**config.mk**
```make
export PLATFORM = sky130hd
export DESIGN_NAME = rtg_timing_flat
export DESIGN_NICKNAME = d
export VERILOG_FILES = /design/src/rtg_pkg.sv /design/src/rtg_if.sv /design/src/rtg_timing.sv /design/src/flat_wrapper.sv
export SDC_FILE = /design/constraint.sdc
export NUM_CORES = 1
export LEC_CHECK = 0
export BUFFER_PORTS_ARGS = -buffer_cell sky130_fd_sc_hd__clkbuf_2
export CAP_MARGIN = 20
export CELL_PAD_IN_SITES_DETAIL_PLACEMENT = 1
export CELL_PAD_IN_SITES_GLOBAL_PLACEMENT = 1
export CORE_MARGIN = 5
export CORE_UTILIZATION = 31
export CTS_CLUSTER_SIZE = 14
export DETAILED_ROUTE_END_ITERATION = 6
export HOLD_SLACK_MARGIN = 0.03
export PLACE_DENSITY_LB_ADDON = 0.1
export SYNTH_ARGS = -nofsm -noshare
export SYNTH_HDL_FRONTEND = slang
export SYNTH_SLANG_ARGS = --single-unit
```
**constraint.sdc**
```tcl
create_clock -name CLK_114 -period 1.53 [get_ports CLK_114]
set_input_delay 0.306 -clock CLK_114 [delete_from_list [all_inputs] [get_ports CLK_114]]
set_output_delay 0.306 -clock CLK_114 [all_outputs]
set_load 0.02 [all_outputs]
```
**src/rtg_pkg.sv**
```systemverilog
/* RTG display path shared definitions
   Widths, register map and fetch FSM states */
`default_nettype none

package rtg_pkg;

	//////////////////////////////////////////////////////////////////////
	// Data widths
	//////////////////////////////////////////////////////////////////////
	typedef logic [15:0] word_t;       // External memory word
	typedef logic [23:0] addr_t;       // Word address
	typedef logic [23:0] rgb_t;        // 8-8-8 colour
	typedef logic [7:0]  chan_t;       // One colour channel
	typedef logic [7:0]  clut_idx_t;   // Palette index
	typedef logic [3:0]  pix_width_t;  // Clocks per fetch minus one
	typedef logic [6:0]  vbend_t;      // Lines of blank after native vblank

	//////////////////////////////////////////////////////////////////////
	// Register map, 9-bit word address
	//////////////////////////////////////////////////////////////////////
	localparam logic [8:0] REG_CTRL   = 9'd0;
	localparam logic [8:0] REG_TIMING = 9'd1;
	localparam logic [8:0] REG_BASE   = 9'd2;
	localparam logic [8:0] PAL_BASE   = 9'd256;  // Palette occupies 256..511

	localparam int CTRL_ENABLE = 0;  // RTG on
	localparam int CTRL_CLUT   = 1;  // 8-bit indexed mode
	localparam int CTRL_EXT    = 2;  // Extra fetch at blank start
	localparam int CTRL_HPOL   = 3;
	localparam int CTRL_VPOL   = 4;
	localparam int CTRL_LOWRES = 5;  // Native strobe every 4 clocks

	typedef enum logic [1:0] {
		IDLE,
		REQ,
		FILL
	} fetch_state_t;

	localparam int BURST_LEN  = 4;   // Words per memory burst
	localparam int FIFO_DEPTH = 16;

endpackage

`default_nettype wire

```
**src/rtg_if.sv**
```systemverilog
/* Configuration and pixel beat bundles for the RTG display path */
`default_nettype none

interface rtg_cfg_if;
	import rtg_pkg::*;

	logic       enable;
	logic       clut;
	logic       ext;
	logic       hpol;
	logic       vpol;
	logic       lowres;
	pix_width_t pix_width;
	vbend_t     vbend;
	addr_t      base_addr;

	modport source (output enable, clut, ext, hpol, vpol, lowres, pix_width, vbend, base_addr);
	modport sink   (input  enable, clut, ext, hpol, vpol, lowres, pix_width, vbend, base_addr);
endinterface

interface rtg_beat_if;
	logic fetch;      // FIFO pop
	logic blank_dly;  // Blank aligned to pixel data
	logic byte_sel;   // Low byte as palette index
	logic restart;    // Native vblank, flushes the fetcher

	modport source (output fetch, blank_dly, byte_sel, restart);
	modport sink   (input  fetch, blank_dly, byte_sel, restart);
endinterface

`default_nettype wire

```
**src/rtg_timing.sv**
```systemverilog
/* RTG pixel pacing and blank generation
   Drives FIFO pops, palette byte select and the outgoing pixel strobe */
`default_nettype none

module rtg_timing (
	input  wire         CLK_114,
	input  wire         rst_n,
	rtg_cfg_if.sink     cfg,
	input  wire         hblank,
	input  wire         vblank,
	input  wire         hs,
	rtg_beat_if.source  beat,
	output logic        pixel_strobe
);
	import rtg_pkg::*;

	logic       hs_d;
	logic       rtg_vblank;   // Stretched vertical blank
	vbend_t     vb_cnt;       // hsync edges since native vblank
	logic       blank;
	logic       blank_d;
	logic       blank_d2;
	pix_width_t pix_ctr;
	logic       sel;          // Second half of the pixel
	logic       sel_d;
	logic       fetch;
	logic       fetch_d;
	logic [2:0] div_ctr;      // Native pixel divider
	logic       native_strobe;

	assign blank = rtg_vblank | hblank;

	// Extended mode also fetches in the first blank clock
	assign fetch = cfg.enable && (!blank || (!blank_d && cfg.ext))
		&& (pix_ctr == cfg.pix_width);

	assign native_strobe = (div_ctr == 3'd0);

	assign beat.fetch     = fetch;
	assign beat.blank_dly = blank_d2;
	assign beat.byte_sel  = sel;
	assign beat.restart   = vblank;

	assign pixel_strobe = cfg.enable ? (fetch_d | (sel & ~sel_d & cfg.clut)) : native_strobe;

	always_ff @(posedge CLK_114 or negedge rst_n) begin
		if (!rst_n) begin
			hs_d       <= 1'b0;
			rtg_vblank <= 1'b0;
			vb_cnt     <= '0;
			blank_d    <= 1'b0;
			blank_d2   <= 1'b0;
			pix_ctr    <= '0;
			sel        <= 1'b0;
			sel_d      <= 1'b0;
			fetch_d    <= 1'b0;
			div_ctr    <= 3'd1;  // Keeps the strobe low out of reset
		end else begin
			hs_d     <= hs;
			blank_d  <= blank;
			blank_d2 <= blank_d;
			sel_d    <= sel;
			fetch_d  <= fetch;
			div_ctr  <= cfg.lowres ? {div_ctr[2:1], 1'b0} + 3'd2 : div_ctr + 3'd1;

			if (vblank) begin  // Blank starts with the native one
				rtg_vblank <= 1'b1;
				vb_cnt     <= '0;
			end else if (vb_cnt == cfg.vbend) begin
				rtg_vblank <= 1'b0;
			end else if (hs && !hs_d) begin
				vb_cnt <= vb_cnt + 1'b1;
			end

			if (blank || fetch) begin
				pix_ctr <= '0;
				sel     <= 1'b0;
			end else begin
				pix_ctr <= pix_ctr + 1'b1;
				if (pix_ctr == {1'b0, cfg.pix_width[3:1]})  // Half width
					sel <= 1'b1;
			end
		end
	end

	// A blanked fetch only comes from the ext rule at the blank edge
	a_no_blank_fetch: assert property (@(posedge CLK_114) disable iff (!rst_n)
		fetch && blank |-> cfg.ext && !$past(blank))
		else $error("Fetch during blank");

endmodule

`default_nettype wire

```
**src/flat_wrapper.sv**
```systemverilog
// flat-port wrapper written by rule: the top's interface ports become plain ports
module rtg_timing_flat import rtg_pkg::*;
  (CLK_114, rst_n, hblank, vblank, hs, pixel_strobe, cfg_enable, cfg_clut, cfg_ext, cfg_hpol, cfg_vpol, cfg_lowres, cfg_pix_width, cfg_vbend, cfg_base_addr, beat_fetch, beat_blank_dly, beat_byte_sel, beat_restart);
  rtg_cfg_if cfg_i ();
  rtg_beat_if beat_i ();
  input  wire CLK_114;
  input  wire rst_n;
  input  wire hblank;
  input  wire vblank;
  input  wire hs;
  output logic pixel_strobe;
  input wire logic [$bits(cfg_i.enable)-1:0] cfg_enable;
  input wire logic [$bits(cfg_i.clut)-1:0] cfg_clut;
  input wire logic [$bits(cfg_i.ext)-1:0] cfg_ext;
  input wire logic [$bits(cfg_i.hpol)-1:0] cfg_hpol;
  input wire logic [$bits(cfg_i.vpol)-1:0] cfg_vpol;
  input wire logic [$bits(cfg_i.lowres)-1:0] cfg_lowres;
  input wire logic [$bits(cfg_i.pix_width)-1:0] cfg_pix_width;
  input wire logic [$bits(cfg_i.vbend)-1:0] cfg_vbend;
  input wire logic [$bits(cfg_i.base_addr)-1:0] cfg_base_addr;
  output wire logic [$bits(beat_i.fetch)-1:0] beat_fetch;
  output wire logic [$bits(beat_i.blank_dly)-1:0] beat_blank_dly;
  output wire logic [$bits(beat_i.byte_sel)-1:0] beat_byte_sel;
  output wire logic [$bits(beat_i.restart)-1:0] beat_restart;
  assign cfg_i.enable = cfg_enable;
  assign cfg_i.clut = cfg_clut;
  assign cfg_i.ext = cfg_ext;
  assign cfg_i.hpol = cfg_hpol;
  assign cfg_i.vpol = cfg_vpol;
  assign cfg_i.lowres = cfg_lowres;
  assign cfg_i.pix_width = cfg_pix_width;
  assign cfg_i.vbend = cfg_vbend;
  assign cfg_i.base_addr = cfg_base_addr;
  assign beat_fetch = beat_i.fetch;
  assign beat_blank_dly = beat_i.blank_dly;
  assign beat_byte_sel = beat_i.byte_sel;
  assign beat_restart = beat_i.restart;
  rtg_timing u_core (.CLK_114(CLK_114), .rst_n(rst_n), .cfg(cfg_i), .hblank(hblank), .vblank(vblank), .hs(hs), .beat(beat_i), .pixel_strobe(pixel_strobe));
endmodule
```
==> impl_metrics.yaml <==
setup_path:
  critPathMaxFanout: 2
  endpoint_kind: "output port"
  critical_path_class: "reg2out"
  critPathRequiredTime_ns: 1.22
  arrival_ns: 1.46
  start_kind: "flop"
floorplanning:
  placeableCoreArea_mm2: 0.00361
  initial_utilization: 0.317
  dieArea_mm2: 0.00500
  ioPinCount: 51
  die_w_um: 70.7
  fp.dieH_um: 70.7
  rows: 22
global_routing:
  antenna_found_initial: 0
  grt_pass1_wl_um: 4840
  grt_overflow_total: 0
  grtUsageTotal: 0.121
  grt_max_degree: 22
  grt_pass1_vias: 1047
drt:
  drc: 0
  routed_wl_um: 2800
  vias: 951
  met1_length_um: 1240
  first_pass_iters: 4
  wl_met3_um: 92
  post_drt_wl_per_cell_um: 13.2
  ant_nets: 0
  drt-initial-drc-count: 18
  via_per_inst: 4.49
  met2_wirelength_um: 1430
  top_layer_used: "met4"
finish:
  final_nets: 215
  drive_above_1_share: 0.524
  syn2layout_area_growth_pct: 54.5
  finalInstanceArea_mm2: 0.00177
  fillers: 412
  instances_no_fill: 212
  regArea_um2: 527
  multiInputGateArea_um2: 731
  antennaDiodeCount: 0
run_status:
  status: "complete, but fails checks"
  violations: "negative setup slack"
placed_design:
  portBuffers: 24
  place.gp.congestion: 0.712
  placed_area_mm2: 0.00146
  dp.cells: 195
  place_hpwl_um: 1970
synth:
  syn_area_mm2: 0.00114
  ys_seq_area_frac: 0.461
  yosysWarnings: 0
  syn-mean-instance-area_um2: 10.6
  post_synth_num_cell_types: 29
  synth-main-ff-cell: "dfrtp_1"
  ys_async_sr_fraction: 1.00
  synth-edff-count: 0
  ys_ff_latch: 21
  synthCells: 108
  syn_nets: 158
timing:
  setup_ws_ns: -0.238
  worstMarginPinSlew_ns: 0.537
  fmax_ghz: 0.566
  fin_crit_sh: 1.16
  rsz0062_at_grt: "yes"
  finalCriticalPeriod_ns: 1.77
  worst_clock_skew_ns: 0.00527
  hold_viol: 0
  setup_viol: 9
  slew_headroom: 0.642
  hold_slack_ns: 0.169
  drv_slew: 0
clock_tree:
  h-tree-depth: 1
  tritoncts: "built"
  root_buffer: "clkbuf_8"
  clkLatencyLatePin_ns: 0.27
  numCtsBuffers: 3
  cts_sinks: 21
  path_clk_slew_ns: 0.09
  clk_path_buf_depth: 2
power:
  p_per_area_mw_per_mm2: 722
  ir_drop_v: 0.000376
  power_leakage_nw: 0.836
job:
  maxCapViolations: 0
worst_hold_path:
  hp-class: "in2reg"
## placed cells by master (no fill, tap or decap)
cell,n
a211oi_4,1
a21boi_4,1
a21o_1,1
a21oi_2,1
a21oi_4,4
a31o_2,1
and3_1,1
buf_4,22
buf_6,8
clkbuf_2,22
clkbuf_8,4
clkinvlp_4,1
dfrtp_1,20
dfstp_2,1
dlygate4sd3_1,1
ha_1,3
ha_4,1
inv_1,1
inv_2,2
mux2_2,1
mux2_4,6
mux2i_1,2
nand2_1,4
nand2b_1,4
nand3_1,2
nand4_1,3
nor2_1,12
nor2_2,2
nor2b_1,7
nor3_2,2
nor4_1,1
nor4_4,1
o21ai_0,1
o21ai_1,1
or2_2,2
xnor2_1,3
xor2_1,11
xor2_2,3
## kinds of logic after synthesis
logic type                 share of synthesized area
DFF                                            0.461
adders and majority gates                     0.0438
xor gates and xnor gates                       0.130
buffers and inverters                         0.0197
and+or+nand+nor                                0.198
AOI/OAI and AO/OA                             0.0613
muxes                                         0.0864
## power by group
group | leakage, nW | total [mW] | internal (mW) | switching (mW)
clock | 0.0217 | 0.384 | 0.184 | 0.200
combinational | 0.547 | 0.275 | 0.141 | 0.134
sequential | 0.267 | 0.617 | 0.591 | 0.0257
total | 0.836 | 1.28 | 0.917 | 0.360
## critical path, cell delays in order (launching register included)
cell and delay, ns:
dfrtp_1 0.39, xor2_1 0.15, nor3_2 0.20, nand3_1 0.12, a21oi_2 0.17, clkbuf_8 0.17
## worst paths after layout
| check | from | endpoint | depth (start not counted) | slack [ns] |
|---|---|---|---|---|
| worst max-delay path | u_core.pix_ctr[1] | beat_fetch | 5 | -0.24 |
| worst min-delay path | hs | u_core.hs_d | 1 | 0.17 |
| worst max register to register | u_core.pix_ctr[1] | u_core.fetch_d | 11 | -0.15 |
| worst min register to register | u_core.blank_d | u_core.beat.blank_dly | 0 | 0.38 |
| max in group asynchronous | rst_n | u_core.div_ctr[0] | 2 | 0.62 |
| min in group asynchronous | rst_n | u_core.vb_cnt[4] | 2 | 0.54 |
## synth_stat cells (all sizes together), types with 3 or more instances
| library cell | n | area, um2 |
|---|---|---|
| nand4 | 3 | 18.8 |
| inv | 3 | 11.3 |
| xnor2 | 3 | 26.3 |
| mux2 | 7 | 78.8 |
| xor2 | 14 | 123 |
| ha | 4 | 50.1 |
| nand2b | 4 | 25.0 |
| nor2b | 7 | 43.8 |
| nor2 | 14 | 52.6 |
| dfrtp | 20 | 500 |
| a21oi | 5 | 25.0 |
| nand2 | 4 | 15.0 |
## layout make-up
class                      instances  share of cell area
clock buffer                       3              0.0234
clock inverter                     1             0.00425
inverter                           3             0.00637
multi-input combinational         82               0.414
sequential                        21               0.298
tap                               48              0.0340
timing repair buffer              54               0.220
## state kept, by name, summed over array words and instances, names as in the netlist
name	flops
u_core.vb_cnt	7
u_core.pix_ctr	4
u_core.div_ctr	3
u_core.beat.blank_dly	1
u_core.beat.byte_sel	1
u_core.blank_d	1
u_core.fetch_d	1
u_core.hs_d	1
u_core.rtg_vblank	1
u_core.sel_d	1
## through the flow
step           setup WS [ns]  power, mW   util  TNS, ns
2_1_floorplan        -0.0231      0.743      -   -0.132
3_3_place_gp         -0.0344      0.826  0.406   -0.110
3_5_place_dp         -0.0740      0.841  0.406   -0.365
4_1_cts               -0.231       1.29  0.476   -0.595
5_1_grt               -0.375       1.35  0.490    -1.83
6_report              -0.238       1.28  0.490   -0.745
## metal layers
layer / vias to the layer above / track usage
li1: 475 / -
met1: 460 / 0.152
met2: 12 / 0.206
met3: 4 / 0.0256
met4: 0 / 0.0438
met5: - / 0
## timing repair
action / CTS / global route
setup buffers: 11 / 1
pin swaps: 8 / 4
hold endpoints to repair: 10 / 0
gates cloned: 0 / 0
setup endpoints to repair: 8 / 13
resized for setup: 27 / 10
hold buffers: 1 / 0
No activity file was read; power rests on OpenSTA's default activity.
