<file path="src/rtg_pkg.sv">
/* RTG display path shared definitions
   Widths, register map and fetch FSM states */
`default_nettype none

package rtg_pkg;

	//////////////////////////////////////////////////////////////////////
	// Data widths
	//////////////////////////////////////////////////////////////////////
	typedef logic [15:0] word_t;       // External memory word
	typedef logic [23:0] addr_t;       // Word address
	typedef logic [23:0] rgb_t;        // 8-8-8 colour
	typedef logic [7:0]  chan_t;       // One colour channel
	typedef logic [7:0]  clut_idx_t;   // Palette index
	typedef logic [3:0]  pix_width_t;  // Clocks per fetch minus one
	typedef logic [6:0]  vbend_t;      // Lines of blank after native vblank

	//////////////////////////////////////////////////////////////////////
	// Register map, 9-bit word address
	//////////////////////////////////////////////////////////////////////
	localparam logic [8:0] REG_CTRL   = 9'd0;
	localparam logic [8:0] REG_TIMING = 9'd1;
	localparam logic [8:0] REG_BASE   = 9'd2;
	localparam logic [8:0] PAL_BASE   = 9'd256;  // Palette occupies 256..511

	localparam int CTRL_ENABLE = 0;  // RTG on
	localparam int CTRL_CLUT   = 1;  // 8-bit indexed mode
	localparam int CTRL_EXT    = 2;  // Extra fetch at blank start
	localparam int CTRL_HPOL   = 3;
	localparam int CTRL_VPOL   = 4;
	localparam int CTRL_LOWRES = 5;  // Native strobe every 4 clocks

	typedef enum logic [1:0] {
		IDLE,
		REQ,
		FILL
	} fetch_state_t;

	localparam int BURST_LEN  = 4;   // Words per memory burst
	localparam int FIFO_DEPTH = 16;

endpackage

`default_nettype wire

</file>
<file path="src/rtg_if.sv">
/* Configuration and pixel beat bundles for the RTG display path */
`default_nettype none

interface rtg_cfg_if;
	import rtg_pkg::*;

	logic       enable;
	logic       clut;
	logic       ext;
	logic       hpol;
	logic       vpol;
	logic       lowres;
	pix_width_t pix_width;
	vbend_t     vbend;
	addr_t      base_addr;

	modport source (output enable, clut, ext, hpol, vpol, lowres, pix_width, vbend, base_addr);
	modport sink   (input  enable, clut, ext, hpol, vpol, lowres, pix_width, vbend, base_addr);
endinterface


`default_nettype wire

</file>
<file path="src/rtg_regs.sv">
/* RTG configuration registers on a Wishbone classic slave
   Palette range writes go straight to the colour lookup RAM */
`default_nettype none

module rtg_regs (
	input  wire                CLK_114,
	input  wire                rst_n,
	input  wire                wb_cyc,
	input  wire                wb_stb,
	input  wire                wb_we,
	input  wire  [8:0]         wb_adr,
	input  wire  [31:0]        wb_dat_w,
	output logic [31:0]        wb_dat_r,
	output logic               wb_ack,
	rtg_cfg_if.source          cfg,
	output logic               pal_we,
	output rtg_pkg::clut_idx_t pal_idx,
	output rtg_pkg::rgb_t      pal_rgb
);
	import rtg_pkg::*;

	logic wr_stb;  // Write commits during the ack cycle
	logic pal_sel;

	assign wr_stb  = wb_cyc & wb_stb & wb_we & wb_ack;
	assign pal_sel = (wb_adr >= PAL_BASE);

	assign pal_we  = wr_stb & pal_sel;  // Single cycle, ack is one cycle
	assign pal_idx = wb_adr[7:0];
	assign pal_rgb = wb_dat_w[23:0];

	always_ff @(posedge CLK_114 or negedge rst_n) begin
		if (!rst_n) begin
			wb_ack        <= 1'b0;
			cfg.enable    <= 1'b0;
			cfg.clut      <= 1'b0;
			cfg.ext       <= 1'b0;
			cfg.hpol      <= 1'b0;
			cfg.vpol      <= 1'b0;
			cfg.lowres    <= 1'b0;
			cfg.pix_width <= '0;
			cfg.vbend     <= '0;
			cfg.base_addr <= '0;
		end else begin
			wb_ack <= wb_cyc & wb_stb & ~wb_ack;  // One-cycle answer
			if (wr_stb && !pal_sel) begin
				case (wb_adr)
					REG_CTRL: begin
						cfg.enable <= wb_dat_w[CTRL_ENABLE];
						cfg.clut   <= wb_dat_w[CTRL_CLUT];
						cfg.ext    <= wb_dat_w[CTRL_EXT];
						cfg.hpol   <= wb_dat_w[CTRL_HPOL];
						cfg.vpol   <= wb_dat_w[CTRL_VPOL];
						cfg.lowres <= wb_dat_w[CTRL_LOWRES];
					end
					REG_TIMING: begin
						cfg.pix_width <= wb_dat_w[3:0];
						cfg.vbend     <= wb_dat_w[14:8];  // Line count in upper byte
					end
					REG_BASE: cfg.base_addr <= wb_dat_w[23:0];
					default: ;
				endcase
			end
		end
	end

	// Readback, palette and holes read zero
	always_comb begin
		wb_dat_r = '0;
		case (wb_adr)
			REG_CTRL: begin
				wb_dat_r[CTRL_ENABLE] = cfg.enable;
				wb_dat_r[CTRL_CLUT]   = cfg.clut;
				wb_dat_r[CTRL_EXT]    = cfg.ext;
				wb_dat_r[CTRL_HPOL]   = cfg.hpol;
				wb_dat_r[CTRL_VPOL]   = cfg.vpol;
				wb_dat_r[CTRL_LOWRES] = cfg.lowres;
			end
			REG_TIMING: begin
				wb_dat_r[3:0]  = cfg.pix_width;
				wb_dat_r[14:8] = cfg.vbend;
			end
			REG_BASE: wb_dat_r[23:0] = cfg.base_addr;
			default: ;
		endcase
	end

	a_ack_single: assert property (@(posedge CLK_114) disable iff (!rst_n)
		wb_ack |=> !wb_ack)
		else $error("wb_ack held for two cycles");

endmodule

`default_nettype wire

</file>
<file path="src/flat_wrapper.sv">
// flat-port wrapper written by rule: the top's interface ports become plain ports
module rtg_regs_flat import rtg_pkg::*;
  (CLK_114, rst_n, wb_cyc, wb_stb, wb_we, wb_adr, wb_dat_w, wb_dat_r, wb_ack, pal_we, pal_idx, pal_rgb, cfg_enable, cfg_clut, cfg_ext, cfg_hpol, cfg_vpol, cfg_lowres, cfg_pix_width, cfg_vbend, cfg_base_addr);
  rtg_cfg_if cfg_i ();
  input  wire CLK_114;
  input  wire rst_n;
  input  wire wb_cyc;
  input  wire wb_stb;
  input  wire wb_we;
  input  wire  [8:0] wb_adr;
  input  wire  [31:0] wb_dat_w;
  output logic [31:0] wb_dat_r;
  output logic wb_ack;
  output logic pal_we;
  output rtg_pkg::clut_idx_t pal_idx;
  output rtg_pkg::rgb_t pal_rgb;
  output wire logic [$bits(cfg_i.enable)-1:0] cfg_enable;
  output wire logic [$bits(cfg_i.clut)-1:0] cfg_clut;
  output wire logic [$bits(cfg_i.ext)-1:0] cfg_ext;
  output wire logic [$bits(cfg_i.hpol)-1:0] cfg_hpol;
  output wire logic [$bits(cfg_i.vpol)-1:0] cfg_vpol;
  output wire logic [$bits(cfg_i.lowres)-1:0] cfg_lowres;
  output wire logic [$bits(cfg_i.pix_width)-1:0] cfg_pix_width;
  output wire logic [$bits(cfg_i.vbend)-1:0] cfg_vbend;
  output wire logic [$bits(cfg_i.base_addr)-1:0] cfg_base_addr;
  assign cfg_enable = cfg_i.enable;
  assign cfg_clut = cfg_i.clut;
  assign cfg_ext = cfg_i.ext;
  assign cfg_hpol = cfg_i.hpol;
  assign cfg_vpol = cfg_i.vpol;
  assign cfg_lowres = cfg_i.lowres;
  assign cfg_pix_width = cfg_i.pix_width;
  assign cfg_vbend = cfg_i.vbend;
  assign cfg_base_addr = cfg_i.base_addr;
  rtg_regs u_core (.CLK_114(CLK_114), .rst_n(rst_n), .wb_cyc(wb_cyc), .wb_stb(wb_stb), .wb_we(wb_we), .wb_adr(wb_adr), .wb_dat_w(wb_dat_w), .wb_dat_r(wb_dat_r), .wb_ack(wb_ack), .cfg(cfg_i), .pal_we(pal_we), .pal_idx(pal_idx), .pal_rgb(pal_rgb));
endmodule
</file>
<file path="config.mk">
export PLATFORM = sky130hd
export DESIGN_NAME = rtg_regs_flat
export DESIGN_NICKNAME = d
export VERILOG_FILES = /design/src/rtg_pkg.sv /design/src/rtg_if.sv /design/src/rtg_regs.sv /design/src/flat_wrapper.sv
export SDC_FILE = /design/constraint.sdc
export NUM_CORES = 1
export LEC_CHECK = 0
export BUFFER_PORTS_ARGS = -buffer_cell sky130_fd_sc_hd__buf_2
export CORE_MARGIN = 2
export CORE_UTILIZATION = 38
export CTS_CLUSTER_DIAMETER = 150
export DETAILED_ROUTE_END_ITERATION = 8
export GPL_ROUTABILITY_DRIVEN = 1
export PLACE_DENSITY = 0.79
export SETUP_SLACK_MARGIN = 0.2
export SLEW_MARGIN = 5
export SYNTH_ARGS = -nofsm -noshare
export SYNTH_HDL_FRONTEND = slang
export SYNTH_SLANG_ARGS = --single-unit
</file>
<file path="constraint.sdc">
create_clock -name CLK_114 -period 1.6 [get_ports CLK_114]
set_clock_uncertainty 0.05 [all_clocks]
set_input_delay 0.08 -clock CLK_114 [delete_from_list [all_inputs] [get_ports CLK_114]]
set_output_delay 0.08 -clock CLK_114 [all_outputs]
set_load 0.02 [all_outputs]
</file>
==> parameters.txt <==
Parameter                              Value

Timing
  Final hold violation count    0
  Final setup violating endpoints    4
  Final critical-path share of the clock period    100%
  Final critical path time including I/O delays and setup    1.61 ns
  Unrepaired setup endpoints after global routing    yes
  Setup WS post-layout    -0.00739 ns
  Achievable Freq    622 MHz
  Number of max-slew violations in the final report    0

Route
  Average wire per cell in the routed design    16.2 um
  Drc violations    0
  Count of nets left with antenna violations after detail routing    0
  Detailed-route via count    2021
  Via density per instance    4.81
  Iteration-0 DRC count of the detailed router    69
  Routed wire length    6800 um
  Pre-antenna DRT Iters    4

Synth
  Per-instance average area after synthesis    12.0 um2
  Sequential cell area fraction in the yosys report    45.6%
  Cell types occupying the most area after synthesis    sky130_fd_sc_hd__dfrtp_1 (46%), sky130_fd_sc_hd__mux2_2 (21%), sky130_fd_sc_hd__buf_4 (13%)
  Top cell type's share of synthesized area    45.6%
  Synthesized flop and latch total    42
  Cell area after synthesis    2300 um2
  Post-synthesis cell type with the largest combined area    sky130_fd_sc_hd__dfrtp_1
  Cell count after synthesis    192
  Total of warnings raised by yosys    0
  Number of distinct library cell variants in the gate-level netlist after synthesis    23

Place
  Cell area reported after detailed placement    3130 um2
  Count of port buffers added during placement    136
  DP Worst Slack    -0.301 ns
  Final RePlAce weighted congestion    0.698
  Sum of net half-perimeters after detailed placement    4510 um
  Placed insts    379

Power
  Largest voltage drop on the vdd net    0.462 mV
  Leak Pwr    2.05 nW
  Power density over cell area    560 nW/um2
  Total chip power    2.20 mW

Floorplan
  I/O pins    153
  X dimension of the die    81.9 um
  Number of rows in the core area    28
  Die area    6700 um2
  Vertical extent of the die    81.9 um
  Effective utilization at floorplan    39.2%
  Area of the core region    5890 um2

Global route
  Pin count of the biggest net entering global routing    26
  Total grt overflow    0
  Global-route wire length before repair    9870 um
  Initial antenna violation count    0
  Aggregate global-route resource usage    19.8%
  Number of global-route vias before repair    1977

Clock network
  Cts bufs inserted    5
  CTS Root Cell    sky130_fd_sc_hd__clkbuf_8
  Clock insertion delay at the later pin of the skew report    0.28 ns
  Buffer depth of the longest clock path    2
  Sinks on the clock net    42
  Maximum level of the CTS H-tree    2
  Clock-pin slew reported for the worst setup and hold paths after clock tree synthesis    0.08 ns
  TritonCTS clock tree    done

Critical path
  Critical path required time    1.72 ns
  CP peak stage delay    0.59 ns
  Startpoint of the lowest-slack register-to-register path    u_core.wb_ack
  Worst Reg2Reg Path Length in Cells    6
  Startpoint types    input pin
  Class of the most critical setup path    in -> reg
  Start point of the critical path    wb_adr[8]
  Maximum fanout along the worst path    5
  Capturing point of the worst reg2reg path    u_core.cfg.base_addr[8]
  Setup crit end kind    flop
  Crit path max-delay cell type    sky130_fd_sc_hd__or4_4
  Critical path arrival    1.73 ns
  Cell-by-cell trace of the critical path    buf_6 > or4_4 > nor4_4 > buf_4 > clkbuf_16 > mux2_4
  Internal reg-to-reg setup slack    0.03 ns

Layout
  Leading cell types in the layout, fill and taps excluded    sky130_fd_sc_hd__buf_2 (109), sky130_fd_sc_hd__mux2_4 (41), sky130_fd_sc_hd__dfrtp_1 (41)
  Antenna diode count    0
  Finished Cell Area    3940 um2
  Util after Layout    66.9%
  Most common library cell in the layout ignoring fill and taps    sky130_fd_sc_hd__buf_2
  Total number of nets in the final design    390
  Final instance count without filler cells    420
  Area growth syn-to-layout    70.8%
  Share of cells above drive strength 1    74.5%

Outcome
  Failing checks    setup timing
  Outcome    finished, violations left

Min path
  Launch point of the worst hold path    wb_dat_w[4]
  Worst hold-check path type    in -> reg
  Worst-case hold path end point    u_core.cfg.base_addr[4]
  Cells on Worst Hold Path    2

Run
  Count of max-cap constraint violations    0
## critical path, delay by kind of cell
| family | cells | cell delay (ns) |
|---|---|---|
| AND/OR/NAND/NOR | 2 | 0.92 |
| buffers and inverters | 3 | 0.43 |
| multiplexers | 1 | 0.30 |
## power breakdown
group          switching (mW)  total [mW]  internal, mW  leakage, nW
Sequential            0.00255        1.07          1.06        0.585
Combinational           0.191       0.333         0.141         1.41
Clock                   0.345       0.804         0.459       0.0579
Total                   0.539        2.20          1.66         2.05
## synthesized netlist by cell type
cell,count
sky130_fd_sc_hd__nor4_4,3
sky130_fd_sc_hd__or4_1,2
sky130_fd_sc_hd__buf_4,41
sky130_fd_sc_hd__or4b_4,1
sky130_fd_sc_hd__mux2_2,42
sky130_fd_sc_hd__or2_2,1
sky130_fd_sc_hd__nor2_1,13
sky130_fd_sc_hd__mux2i_1,2
sky130_fd_sc_hd__conb_1,1
sky130_fd_sc_hd__mux2_1,3
sky130_fd_sc_hd__a22oi_1,11
sky130_fd_sc_hd__buf_2,3
sky130_fd_sc_hd__nand4_1,1
sky130_fd_sc_hd__nor4b_1,2
sky130_fd_sc_hd__nand2_1,1
sky130_fd_sc_hd__buf_6,2
sky130_fd_sc_hd__and2_1,11
sky130_fd_sc_hd__inv_1,1
sky130_fd_sc_hd__nor3_1,4
sky130_fd_sc_hd__or3_1,1
sky130_fd_sc_hd__or4b_2,1
sky130_fd_sc_hd__dfrtp_1,42
sky130_fd_sc_hd__clkbuf_1,3
## cell type report
class                      count  area (um2)
timing repair buffer         187        1420
clock buffer                   5        68.8
sequential                    42        1050
fill                         429        1950
tap                           75        93.8
multi-input combinational    107        1250
clock inverter                 3        40.0
inverter                       1        3.75
## how the worst max path moves through the flow
| stage | end | slack, ns |
|---|---|---|
| 2_1_floorplan | u_core.cfg.base_addr[0] | -0.27 |
| 3_3_place_gp | u_core.cfg.base_addr[11] | -0.28 |
| 3_5_place_dp | u_core.cfg.base_addr[1] | -0.30 |
| 4_1_cts | wb_dat_r[5] | -0.02 |
| 5_1_grt | wb_dat_r[4] | -0.04 |
| 6_report | u_core.cfg.base_addr[8] | -0.007 |
## metal layers
metal	track usage (%)	vias to the layer above	part of all wire, %
met5	0	-	0
met4	5.83	0	2.0
met3	3.85	11	5.9
met2	35.4	94	52
met1	23.9	985	40
li1	-	931	-
## through the flow
| stage | TNS [ns] | hold slack, ns |
|---|---|---|
| 6_report | -0.0164 | 0.00885 |
| 5_1_grt | -0.399 | 0.0163 |
| 4_1_cts | -0.0834 | 0.00164 |
| 3_5_place_dp | -12.80 | -0.0154 |
| 3_3_place_gp | -12.21 | -0.0138 |
| 2_1_floorplan | -7.89 | -0.266 |
## state kept, by name, indices dropped and copies added (netlist names)
| signal | flops |
|---|---|
| u_core.cfg.hpol | 1 |
| u_core.cfg.vpol | 1 |
| u_core.cfg.enable | 1 |
| u_core.cfg.lowres | 1 |
| u_core.cfg.ext | 1 |
| u_core.cfg.pix_width | 4 |
| u_core.cfg.base_addr | 24 |
| u_core.cfg.clut | 1 |
| u_core.cfg.vbend | 7 |
| u_core.wb_ack | 1 |
## kinds of logic (layout without fill, tap and decap cells)
group	after synthesis	in the layout	share of synthesized area (%)
buffers and inverters	50	196	15.6
muxes	47	47	22.9
DFF	42	42	45.6
and+or+nand+nor	41	41	12.2
AOI/OAI and AO/OA	11	11	3.58
other	1	8	0.163
## what timing repair did
item | 4_1_cts | 5_1_grt
endpoints found under the hold margin | 40 | 0
gates resized for setup | 87 | 11
buffers inserted | 4 | 3
pin swaps | 8 | 8
hold buffers | 21 | 0
endpoints found under the setup margin | 65 | 65
cloned | 2 | 3
No activity file was read; power rests on OpenSTA's default activity.
