===== config.mk =====
export PLATFORM = sky130hd
export DESIGN_NAME = rtg_pixel_out_flat
export DESIGN_NICKNAME = d
export VERILOG_FILES = /design/src/rtg_pkg.sv /design/src/rtg_if.sv /design/src/rtg_pixel_out.sv /design/src/flat_wrapper.sv
export SDC_FILE = /design/constraint.sdc
export NUM_CORES = 1
export LEC_CHECK = 0
export ABC_CLOCK_PERIOD_IN_PS = 1600
export BUFFER_PORTS_ARGS = -buffer_cell sky130_fd_sc_hd__buf_2
export CAP_MARGIN = 0
export CORE_MARGIN = 4
export CORE_UTILIZATION = 26
export DETAILED_ROUTE_END_ITERATION = 10
export PLACE_DENSITY_LB_ADDON = 0.25
export SYNTH_ARGS = -nofsm -noshare
export SYNTH_HDL_FRONTEND = slang
export SYNTH_SLANG_ARGS = --single-unit
export TNS_END_PERCENT = 5

===== constraint.sdc =====
create_clock -name CLK_114 -period 1.6 [get_ports CLK_114]
set_clock_uncertainty 0.15 [all_clocks]
set_input_delay 0.24 -clock CLK_114 [delete_from_list [all_inputs] [get_ports CLK_114]]
set_output_delay 0.24 -clock CLK_114 [all_outputs]
set_load 0.01 [all_outputs]

===== src/rtg_pkg.sv =====
/* RTG display path shared definitions
   Widths, register map and fetch FSM states */
`default_nettype none

package rtg_pkg;

	//////////////////////////////////////////////////////////////////////
	// Data widths
	//////////////////////////////////////////////////////////////////////
	typedef logic [15:0] word_t;       // External memory word
	typedef logic [23:0] addr_t;       // Word address
	typedef logic [23:0] rgb_t;        // 8-8-8 colour
	typedef logic [7:0]  chan_t;       // One colour channel
	typedef logic [7:0]  clut_idx_t;   // Palette index
	typedef logic [3:0]  pix_width_t;  // Clocks per fetch minus one
	typedef logic [6:0]  vbend_t;      // Lines of blank after native vblank

	//////////////////////////////////////////////////////////////////////
	// Register map, 9-bit word address
	//////////////////////////////////////////////////////////////////////
	localparam logic [8:0] REG_CTRL   = 9'd0;
	localparam logic [8:0] REG_TIMING = 9'd1;
	localparam logic [8:0] REG_BASE   = 9'd2;
	localparam logic [8:0] PAL_BASE   = 9'd256;  // Palette occupies 256..511

	localparam int CTRL_ENABLE = 0;  // RTG on
	localparam int CTRL_CLUT   = 1;  // 8-bit indexed mode
	localparam int CTRL_EXT    = 2;  // Extra fetch at blank start
	localparam int CTRL_HPOL   = 3;
	localparam int CTRL_VPOL   = 4;
	localparam int CTRL_LOWRES = 5;  // Native strobe every 4 clocks

	typedef enum logic [1:0] {
		IDLE,
		REQ,
		FILL
	} fetch_state_t;

	localparam int BURST_LEN  = 4;   // Words per memory burst
	localparam int FIFO_DEPTH = 16;

endpackage

`default_nettype wire


===== src/rtg_if.sv =====
/* Configuration and pixel beat bundles for the RTG display path */
`default_nettype none

interface rtg_cfg_if;
	import rtg_pkg::*;

	logic       enable;
	logic       clut;
	logic       ext;
	logic       hpol;
	logic       vpol;
	logic       lowres;
	pix_width_t pix_width;
	vbend_t     vbend;
	addr_t      base_addr;

	modport source (output enable, clut, ext, hpol, vpol, lowres, pix_width, vbend, base_addr);
	modport sink   (input  enable, clut, ext, hpol, vpol, lowres, pix_width, vbend, base_addr);
endinterface

interface rtg_beat_if;
	logic fetch;      // FIFO pop
	logic blank_dly;  // Blank aligned to pixel data
	logic byte_sel;   // Low byte as palette index
	logic restart;    // Native vblank, flushes the fetcher

	modport source (output fetch, blank_dly, byte_sel, restart);
	modport sink   (input  fetch, blank_dly, byte_sel, restart);
endinterface

`default_nettype wire


===== src/rtg_pixel_out.sv =====
/* Colour expansion, RTG or native source select, OSD overlay
   and sync polarity for the VGA outputs */
`default_nettype none

module rtg_pixel_out (
	input  wire                 CLK_114,
	input  wire                 rst_n,
	rtg_cfg_if.sink             cfg,
	rtg_beat_if.sink            beat,
	input  wire rtg_pkg::word_t q,
	input  wire rtg_pkg::rgb_t  pal_rgb,
	output rtg_pkg::clut_idx_t  rd_idx,
	input  wire rtg_pkg::chan_t in_r,
	input  wire rtg_pkg::chan_t in_g,
	input  wire rtg_pkg::chan_t in_b,
	input  wire                 in_hs,
	input  wire                 in_vs,
	input  wire                 in_cs,
	input  wire                 osd_window,
	input  wire                 osd_pixel,
	output rtg_pkg::chan_t      vga_r,
	output rtg_pkg::chan_t      vga_g,
	output rtg_pkg::chan_t      vga_b,
	output logic                vga_hs,
	output logic                vga_vs,
	output logic                vga_cs
);
	import rtg_pkg::*;

	chan_t hc_r;  // 5-5-5 expanded
	chan_t hc_g;
	chan_t hc_b;
	chan_t r_reg;
	chan_t g_reg;
	chan_t b_reg;
	logic  hs_reg;
	logic  vs_reg;
	logic  cs_reg;
	logic  rtg_sel;

	// OSD forces the top two bits, picture shows dimmed below
	function automatic chan_t osd_mix(input chan_t c, input logic [1:0] top);
		return osd_window ? {top, c[7:2]} : c;
	endfunction

	assign rd_idx = beat.byte_sel ? q[7:0] : q[15:8];  // High byte first

	assign hc_r = {q[14:10], q[14:12]};
	assign hc_g = {q[9:5], q[9:7]};
	assign hc_b = {q[4:0], q[4:2]};

	assign rtg_sel = cfg.enable & ~beat.blank_dly;

	always_ff @(posedge CLK_114) begin
		r_reg <= rtg_sel ? (cfg.clut ? pal_rgb[23:16] : hc_r) : in_r;
		g_reg <= rtg_sel ? (cfg.clut ? pal_rgb[15:8] : hc_g) : in_g;
		b_reg <= rtg_sel ? (cfg.clut ? pal_rgb[7:0] : hc_b) : in_b;
	end

	always_ff @(posedge CLK_114 or negedge rst_n) begin
		if (!rst_n) begin
			hs_reg <= 1'b0;
			vs_reg <= 1'b0;
			cs_reg <= 1'b0;
		end else begin
			hs_reg <= in_hs;
			vs_reg <= in_vs;
			cs_reg <= in_cs;
		end
	end

	assign vga_r  = osd_mix(r_reg, {osd_pixel, osd_pixel});
	assign vga_g  = osd_mix(g_reg, {osd_pixel, osd_pixel});
	assign vga_b  = osd_mix(b_reg, {1'b1, osd_pixel});  // OSD background is blue
	assign vga_hs = hs_reg ^ cfg.hpol;
	assign vga_vs = vs_reg ^ cfg.vpol;
	assign vga_cs = cs_reg;

endmodule

`default_nettype wire


===== src/flat_wrapper.sv =====
// flat-port wrapper written by rule: the top's interface ports become plain ports
module rtg_pixel_out_flat import rtg_pkg::*;
  (CLK_114, rst_n, q, pal_rgb, rd_idx, in_r, in_g, in_b, in_hs, in_vs, in_cs, osd_window, osd_pixel, vga_r, vga_g, vga_b, vga_hs, vga_vs, vga_cs, cfg_enable, cfg_clut, cfg_ext, cfg_hpol, cfg_vpol, cfg_lowres, cfg_pix_width, cfg_vbend, cfg_base_addr, beat_fetch, beat_blank_dly, beat_byte_sel, beat_restart);
  rtg_cfg_if cfg_i ();
  rtg_beat_if beat_i ();
  input  wire CLK_114;
  input  wire rst_n;
  input  wire rtg_pkg::word_t q;
  input  wire rtg_pkg::rgb_t pal_rgb;
  output rtg_pkg::clut_idx_t rd_idx;
  input  wire rtg_pkg::chan_t in_r;
  input  wire rtg_pkg::chan_t in_g;
  input  wire rtg_pkg::chan_t in_b;
  input  wire in_hs;
  input  wire in_vs;
  input  wire in_cs;
  input  wire osd_window;
  input  wire osd_pixel;
  output rtg_pkg::chan_t vga_r;
  output rtg_pkg::chan_t vga_g;
  output rtg_pkg::chan_t vga_b;
  output logic vga_hs;
  output logic vga_vs;
  output logic vga_cs;
  input wire logic [$bits(cfg_i.enable)-1:0] cfg_enable;
  input wire logic [$bits(cfg_i.clut)-1:0] cfg_clut;
  input wire logic [$bits(cfg_i.ext)-1:0] cfg_ext;
  input wire logic [$bits(cfg_i.hpol)-1:0] cfg_hpol;
  input wire logic [$bits(cfg_i.vpol)-1:0] cfg_vpol;
  input wire logic [$bits(cfg_i.lowres)-1:0] cfg_lowres;
  input wire logic [$bits(cfg_i.pix_width)-1:0] cfg_pix_width;
  input wire logic [$bits(cfg_i.vbend)-1:0] cfg_vbend;
  input wire logic [$bits(cfg_i.base_addr)-1:0] cfg_base_addr;
  input wire logic [$bits(beat_i.fetch)-1:0] beat_fetch;
  input wire logic [$bits(beat_i.blank_dly)-1:0] beat_blank_dly;
  input wire logic [$bits(beat_i.byte_sel)-1:0] beat_byte_sel;
  input wire logic [$bits(beat_i.restart)-1:0] beat_restart;
  assign cfg_i.enable = cfg_enable;
  assign cfg_i.clut = cfg_clut;
  assign cfg_i.ext = cfg_ext;
  assign cfg_i.hpol = cfg_hpol;
  assign cfg_i.vpol = cfg_vpol;
  assign cfg_i.lowres = cfg_lowres;
  assign cfg_i.pix_width = cfg_pix_width;
  assign cfg_i.vbend = cfg_vbend;
  assign cfg_i.base_addr = cfg_base_addr;
  assign beat_i.fetch = beat_fetch;
  assign beat_i.blank_dly = beat_blank_dly;
  assign beat_i.byte_sel = beat_byte_sel;
  assign beat_i.restart = beat_restart;
  rtg_pixel_out u_core (.CLK_114(CLK_114), .rst_n(rst_n), .cfg(cfg_i), .beat(beat_i), .q(q), .pal_rgb(pal_rgb), .rd_idx(rd_idx), .in_r(in_r), .in_g(in_g), .in_b(in_b), .in_hs(in_hs), .in_vs(in_vs), .in_cs(in_cs), .osd_window(osd_window), .osd_pixel(osd_pixel), .vga_r(vga_r), .vga_g(vga_g), .vga_b(vga_b), .vga_hs(vga_hs), .vga_vs(vga_vs), .vga_cs(vga_cs));
endmodule

==> results of run 1 <==
==> layout make-up <==
class,count,share of cell area [%]
inverters,5,0.765
well taps,77,3.92
clock buffers,3,1.68
clock inverters,1,0.204
repair buffers,122,28.0
flip-flops and latches,27,22.6
multi-input cells,84,42.8
==> report_power, final <==
part / internal, W / leakage (nW) / switching [W]
clock: 0.000174 / 0.0255 / 0.000219
sequential: 0.000729 / 0.237 / 0.0000238
combinational: 0.000350 / 1.00 / 0.000218
total: 0.00125 / 1.26 / 0.000461
==> cell usage after synthesis (all sizes together) <==
| master | n |
|---|---|
| nor2b | 1 |
| inv | 5 |
| mux2 | 74 |
| dfxtp | 24 |
| or2 | 1 |
| clkbuf | 1 |
| xor2 | 2 |
| o21ai | 5 |
| nand2 | 1 |
| buf | 9 |
| dfrtp | 3 |
==> worst max-delay path by stage <==
stage	end	slack, ns	startpoint	depth (start not counted)
after CTS	vga_g[5]	0.04	osd_window	4
after detailed placement	vga_g[0]	0.05	osd_window	4
final	vga_g[5]	0.11	osd_window	4
after floorplan	vga_b[5]	0.23	osd_window	3
after global routing	vga_g[3]	0.05	osd_window	4
after global placement	vga_g[4]	0.04	osd_window	4
==> per-layer routing <==
| layer | routed length [um] | part of all wire [%] |
|---|---|---|
| met5 | 0 | 0 |
| met4 | 70 | 1.5 |
| met3 | 418 | 8.7 |
| met2 | 2510 | 52 |
| met1 | 1810 | 38 |
==> logic make-up (layout without fill, tap and decap cells) <==
group,after synthesis,after routing,share of synthesized area [%]
muxes,74,74,57.6
DFF,27,27,32.6
buffers and inverters,15,131,6.38
AOI/OAI and AO/OA,5,5,1.47
and+or+nand+nor,3,3,0.953
xor gates and xnor gates,2,2,1.03
==> per-stage QoR <==
stage	utilization (%)	area, sq um	worst slack (ns)	hold slack, ns
after CTS	38.6	2450	0.0438	0.0248
after global routing	38.7	2450	0.0530	0.0164
after detailed placement	37.3	2370	0.0490	-0.109
final	38.7	2450	0.107	0.0362
after global placement	37.3	2370	0.0404	-0.115
after floorplan	-	1710	0.232	-0.206
==> timing repair <==
action                                  in CTS  in global routing
resized for setup                            0                  1
endpoints found under the setup margin       0                  2
hold buffers                                 4                  0
buffers inserted                             0                  0
endpoints found under the hold margin        6                  0
==> metrics.txt, run 1 <==
GRT overflow=0; Setup Crit Path Kind=input pin to output port; sum of negative setup slack=0 ns; area growth from synthesis to layout=43.8%; fillcell total=661; initial antenna violation count=0; CTS Buf Count=3; Die ar.=roughly 7900 sq um; Max Freq=about 670 MHz; met3 track demand over resource=3.04%; H-tree levels=1; fin crit period=1.49 ns; cell count after synthesis=126; commonest non-fill, non-tap cell in the layout=buf_2; met1 Usage GRT=13.0%; number of global-route vias before repair=1475; Hold/Removal Path Class=input pin to flop; worst-path cell chain=clkbuf_4, buf_4, mux2_2, buf_2; period utilisation layout=between 90% and 100%; max-slew violation count=0; Pre-antenna DRT Iters=3; # placed instances=311; RSZ-0062 raised after global routing=no; CTS Buffer Depth=2; worst-margin pin slew=0.213 ns; global-route layer with the greatest usage=met2; Avg WL per Cell=15.1 um; detail-routed via count per cell=4.21; CP bufs+invs=3; worst endpoint required time=1.21 ns; number of cell rows=29; setup violators final=0; Post-Layout Cell Count=approximately 320; Slew headroom=85.8%; distinct cell type count after synthesis=15; WHS Endpoint=u_core.r_reg[0]$_DFF_P_; IO Count=151; Sink Count=27; # port buffers=approximately 110; grt met2 use=22.0%; largest net degree at the start of global routing=25; Die X=approximately 89 um; Root Buffer=clkbuf_8; Die Height=89.0 um; Top delay family on crit path=buffers and inverters; Hold Path Origin=in_r[0]; average size of a mapped cell=13.5 sq um; Post-Route WL=~4800 um; core area=around 6300 sq um; initial drt markers=22; area of the multi-input gates=about 1000 sq um; Post-Syn Area=1710 sq um; Max Cap Viol=0; Synth top area share=35.2%; drt drc=0; leakage=between 1 and 1.5 nW; Post-DP HPWL=3930 um; PnR Total Power=0.00171 W; crit-path max FO=10; nets@finish=359; maximum vdd drop=~0.27 mV; Synth Register Bits=27; Antenna Violating Nets Remaining=0; clk slew on worst S/H paths=around 0.10 ns; post-synth net total=242; Total GRT Usage=11.8%; n_diodes=0; Hold Vio Cnt, Final=0; Worst setup EP type=output port; ratio of cells with drive above 1 in the final layout=81.8%; Power Density=699 nW/um^2; sequential-to-total area share from yosys stat=32.6%; CP max stage delay=between 0.3 and 0.4 ns; hold path depth=2; slowest library cell on the worst path=mux2_2; Synth area leader=mux2_4; Initial Util=between 20 and 30%; CP Data Arrival Time=1.10 ns; routability cong.=~0.74; critical path launch point type=input pin; status=finished, final reports clean; commonest cells after routing, fill and taps aside=buf_2 (110), mux2_4 (40), mux2_2 (34); main area contributors after synthesis=mux2_4 (35%), dfxtp_1 (28%), mux2_2 (22%); Yosys Warn Count=0; total number of vias=1343; first-pass GRT wire length=7110 um; Reg area=556 sq um; CTS tree=built
Note: power is estimated with default switching activity, not from simulation.
==> inputs of run 2 (changes only) <==
Settings changed: GPL_TIMING_DRIVEN from default to 0.
==> run 2 against run 1 <==
Combinational power shrank 1%. Highest routed layer unchanged. Sequential power is essentially flat. Core utilization is 0.28 points lower. Via count down 2.3%. Fmax shrank 1.8%. Design area is 0.71% lower. Setup slack got worse by 0.028 ns.
==> metrics.txt, run 2 (synthesized netlist as in run 1, its figures left out) <==
post-CTS setup buffer count=0; CTS Buffer Depth=2; clk slew on worst S/H paths=0.09 ns; initial drt markers=21; period utilisation layout=95.1%; worst endpoint required time=approximately 1.2 ns; sum of negative setup slack=0 ns; Sink Count=27; drt drc=0; Worst Slack Setup Final=roughly 0.08 ns; nets@finish=359; commonest non-fill, non-tap cell in the layout=buf_2; IO Count=151; ratio of cells with drive above 1 in the final layout=81.4%; CP bufs+invs=3; Top delay family on crit path=buffers and inverters; maximum vdd drop=0.280 mV; setup violators final=0; largest net degree at the start of global routing=15; worst-path cell chain=buf_2, clkbuf_4, mux2_2, buf_2; detail-routed via count per cell=4.11; Post-Route WL=between 4000 and 5000 um; PnR Total Power=0.00170 W; n_diodes=0; Final Core Density=38.4%; number of global-route vias before repair=between 1k and 1.5k; commonest cells after routing, fill and taps aside=buf_2 (110), mux2_4 (40), mux2_2 (34); GRT overflow=0; number of cell rows=29; Hold Vio Cnt, Final=0; Die ar.=7920 sq um; fin crit period=1.52 ns; initial antenna violation count=0; Hold/Removal Path Class=input pin to flop; Die Height=89.0 um; worst-margin pin slew=0.274 ns; Slew headroom=81.7%; critical path launch point type=input pin; status=finished, final reports clean; CTS tree=built; H-tree levels=1; Die X=~89 um; Pre-antenna DRT Iters=2; Power Density=around 700 nW/um^2; Max Freq=657 MHz; area growth from synthesis to layout=42.8%; Total GRT Usage=between 10% and 20%; Setup WS pre-CTS=-0.0259 ns; CP max stage delay=between 0.3 and 0.4 ns; Antenna Violating Nets Remaining=0; Worst setup EP type=output port; Initial Util=26.9%; total number of vias=1312; core area=6350 sq um; leakage=1.26 nW; first-pass GRT wire length=6900 um; routability cong.=roughly 0.75; Avg WL per Cell=15.0 um; crit-path max FO=10; CP Data Arrival Time=1.13 ns; CTS Buf Count=3; Max Cap Viol=0; most used cell, CP=buf_2; Root Buffer=clkbuf_8; Setup Crit Path Kind=input pin to output port; slowest library cell on the worst path=mux2_2; max-slew violation count=0; # port buffers=108; RSZ-0062 raised after global routing=no; Post-DP HPWL=3950 um
==> run 2: what timing repair did <==
action,CTS,global route
endpoints found under the setup margin,18,7
gates resized for setup,2,2
hold buffers,4,0
endpoints found under the hold margin,6,0
==> run 2: through the flow <==
step / cells / hold WS, ns / instance area [sq um]
3_3_place_gp: 311 / -0.115 / 2340
2_1_floorplan: 126 / -0.206 / 1710
4_1_cts: 319 / 0.0303 / 2430
5_1_grt: 319 / 0.0249 / 2440
3_5_place_dp: 311 / -0.113 / 2340
6_report: 319 / 0.0408 / 2440
==> run 2: power breakdown <==
group	leakage, nW	switching, W	internal, W
Sequential	0.237	0.0000228	0.000729
Combinational	0.995	0.000216	0.000346
Clock	0.0228	0.000203	0.000178
==> run 2: metal layers <==
metal / vias up / global-route usage, % / share of wire [%]
met5: - / 0 / 0
met3: 2 / 2.30 / 7.6
met2: 54 / 20.5 / 51
met1: 578 / 14.1 / 41
li1: 678 / - / -
met4: 0 / 3.65 / 0.84
==> run 2: cell type report <==
| cell class | instances | area (sq um) |
|---|---|---|
| fillers | 654 | 3910 |
| flip-flops and latches | 27 | 556 |
| repair buffers | 112 | 581 |
| well taps | 77 | 96.3 |
| multi-input cells | 84 | 1040 |
| plain buffers | 10 | 96.3 |
| inverters | 5 | 18.8 |
| clock buffers | 4 | 45.0 |
==> run 2: final timing paths <==
check                           start                      end  slack (ns)  depth (start not counted)
hold / removal                in_r[3]  u_core.r_reg[3]$_DFF_P_        0.04                          2
setup / recovery           osd_window                 vga_r[5]        0.08                          4
max in group asynchronous       rst_n  u_core.hs_reg$_DFF_PN0_        1.06                          2
min in group asynchronous       rst_n  u_core.vs_reg$_DFF_PN0_        0.14                          2
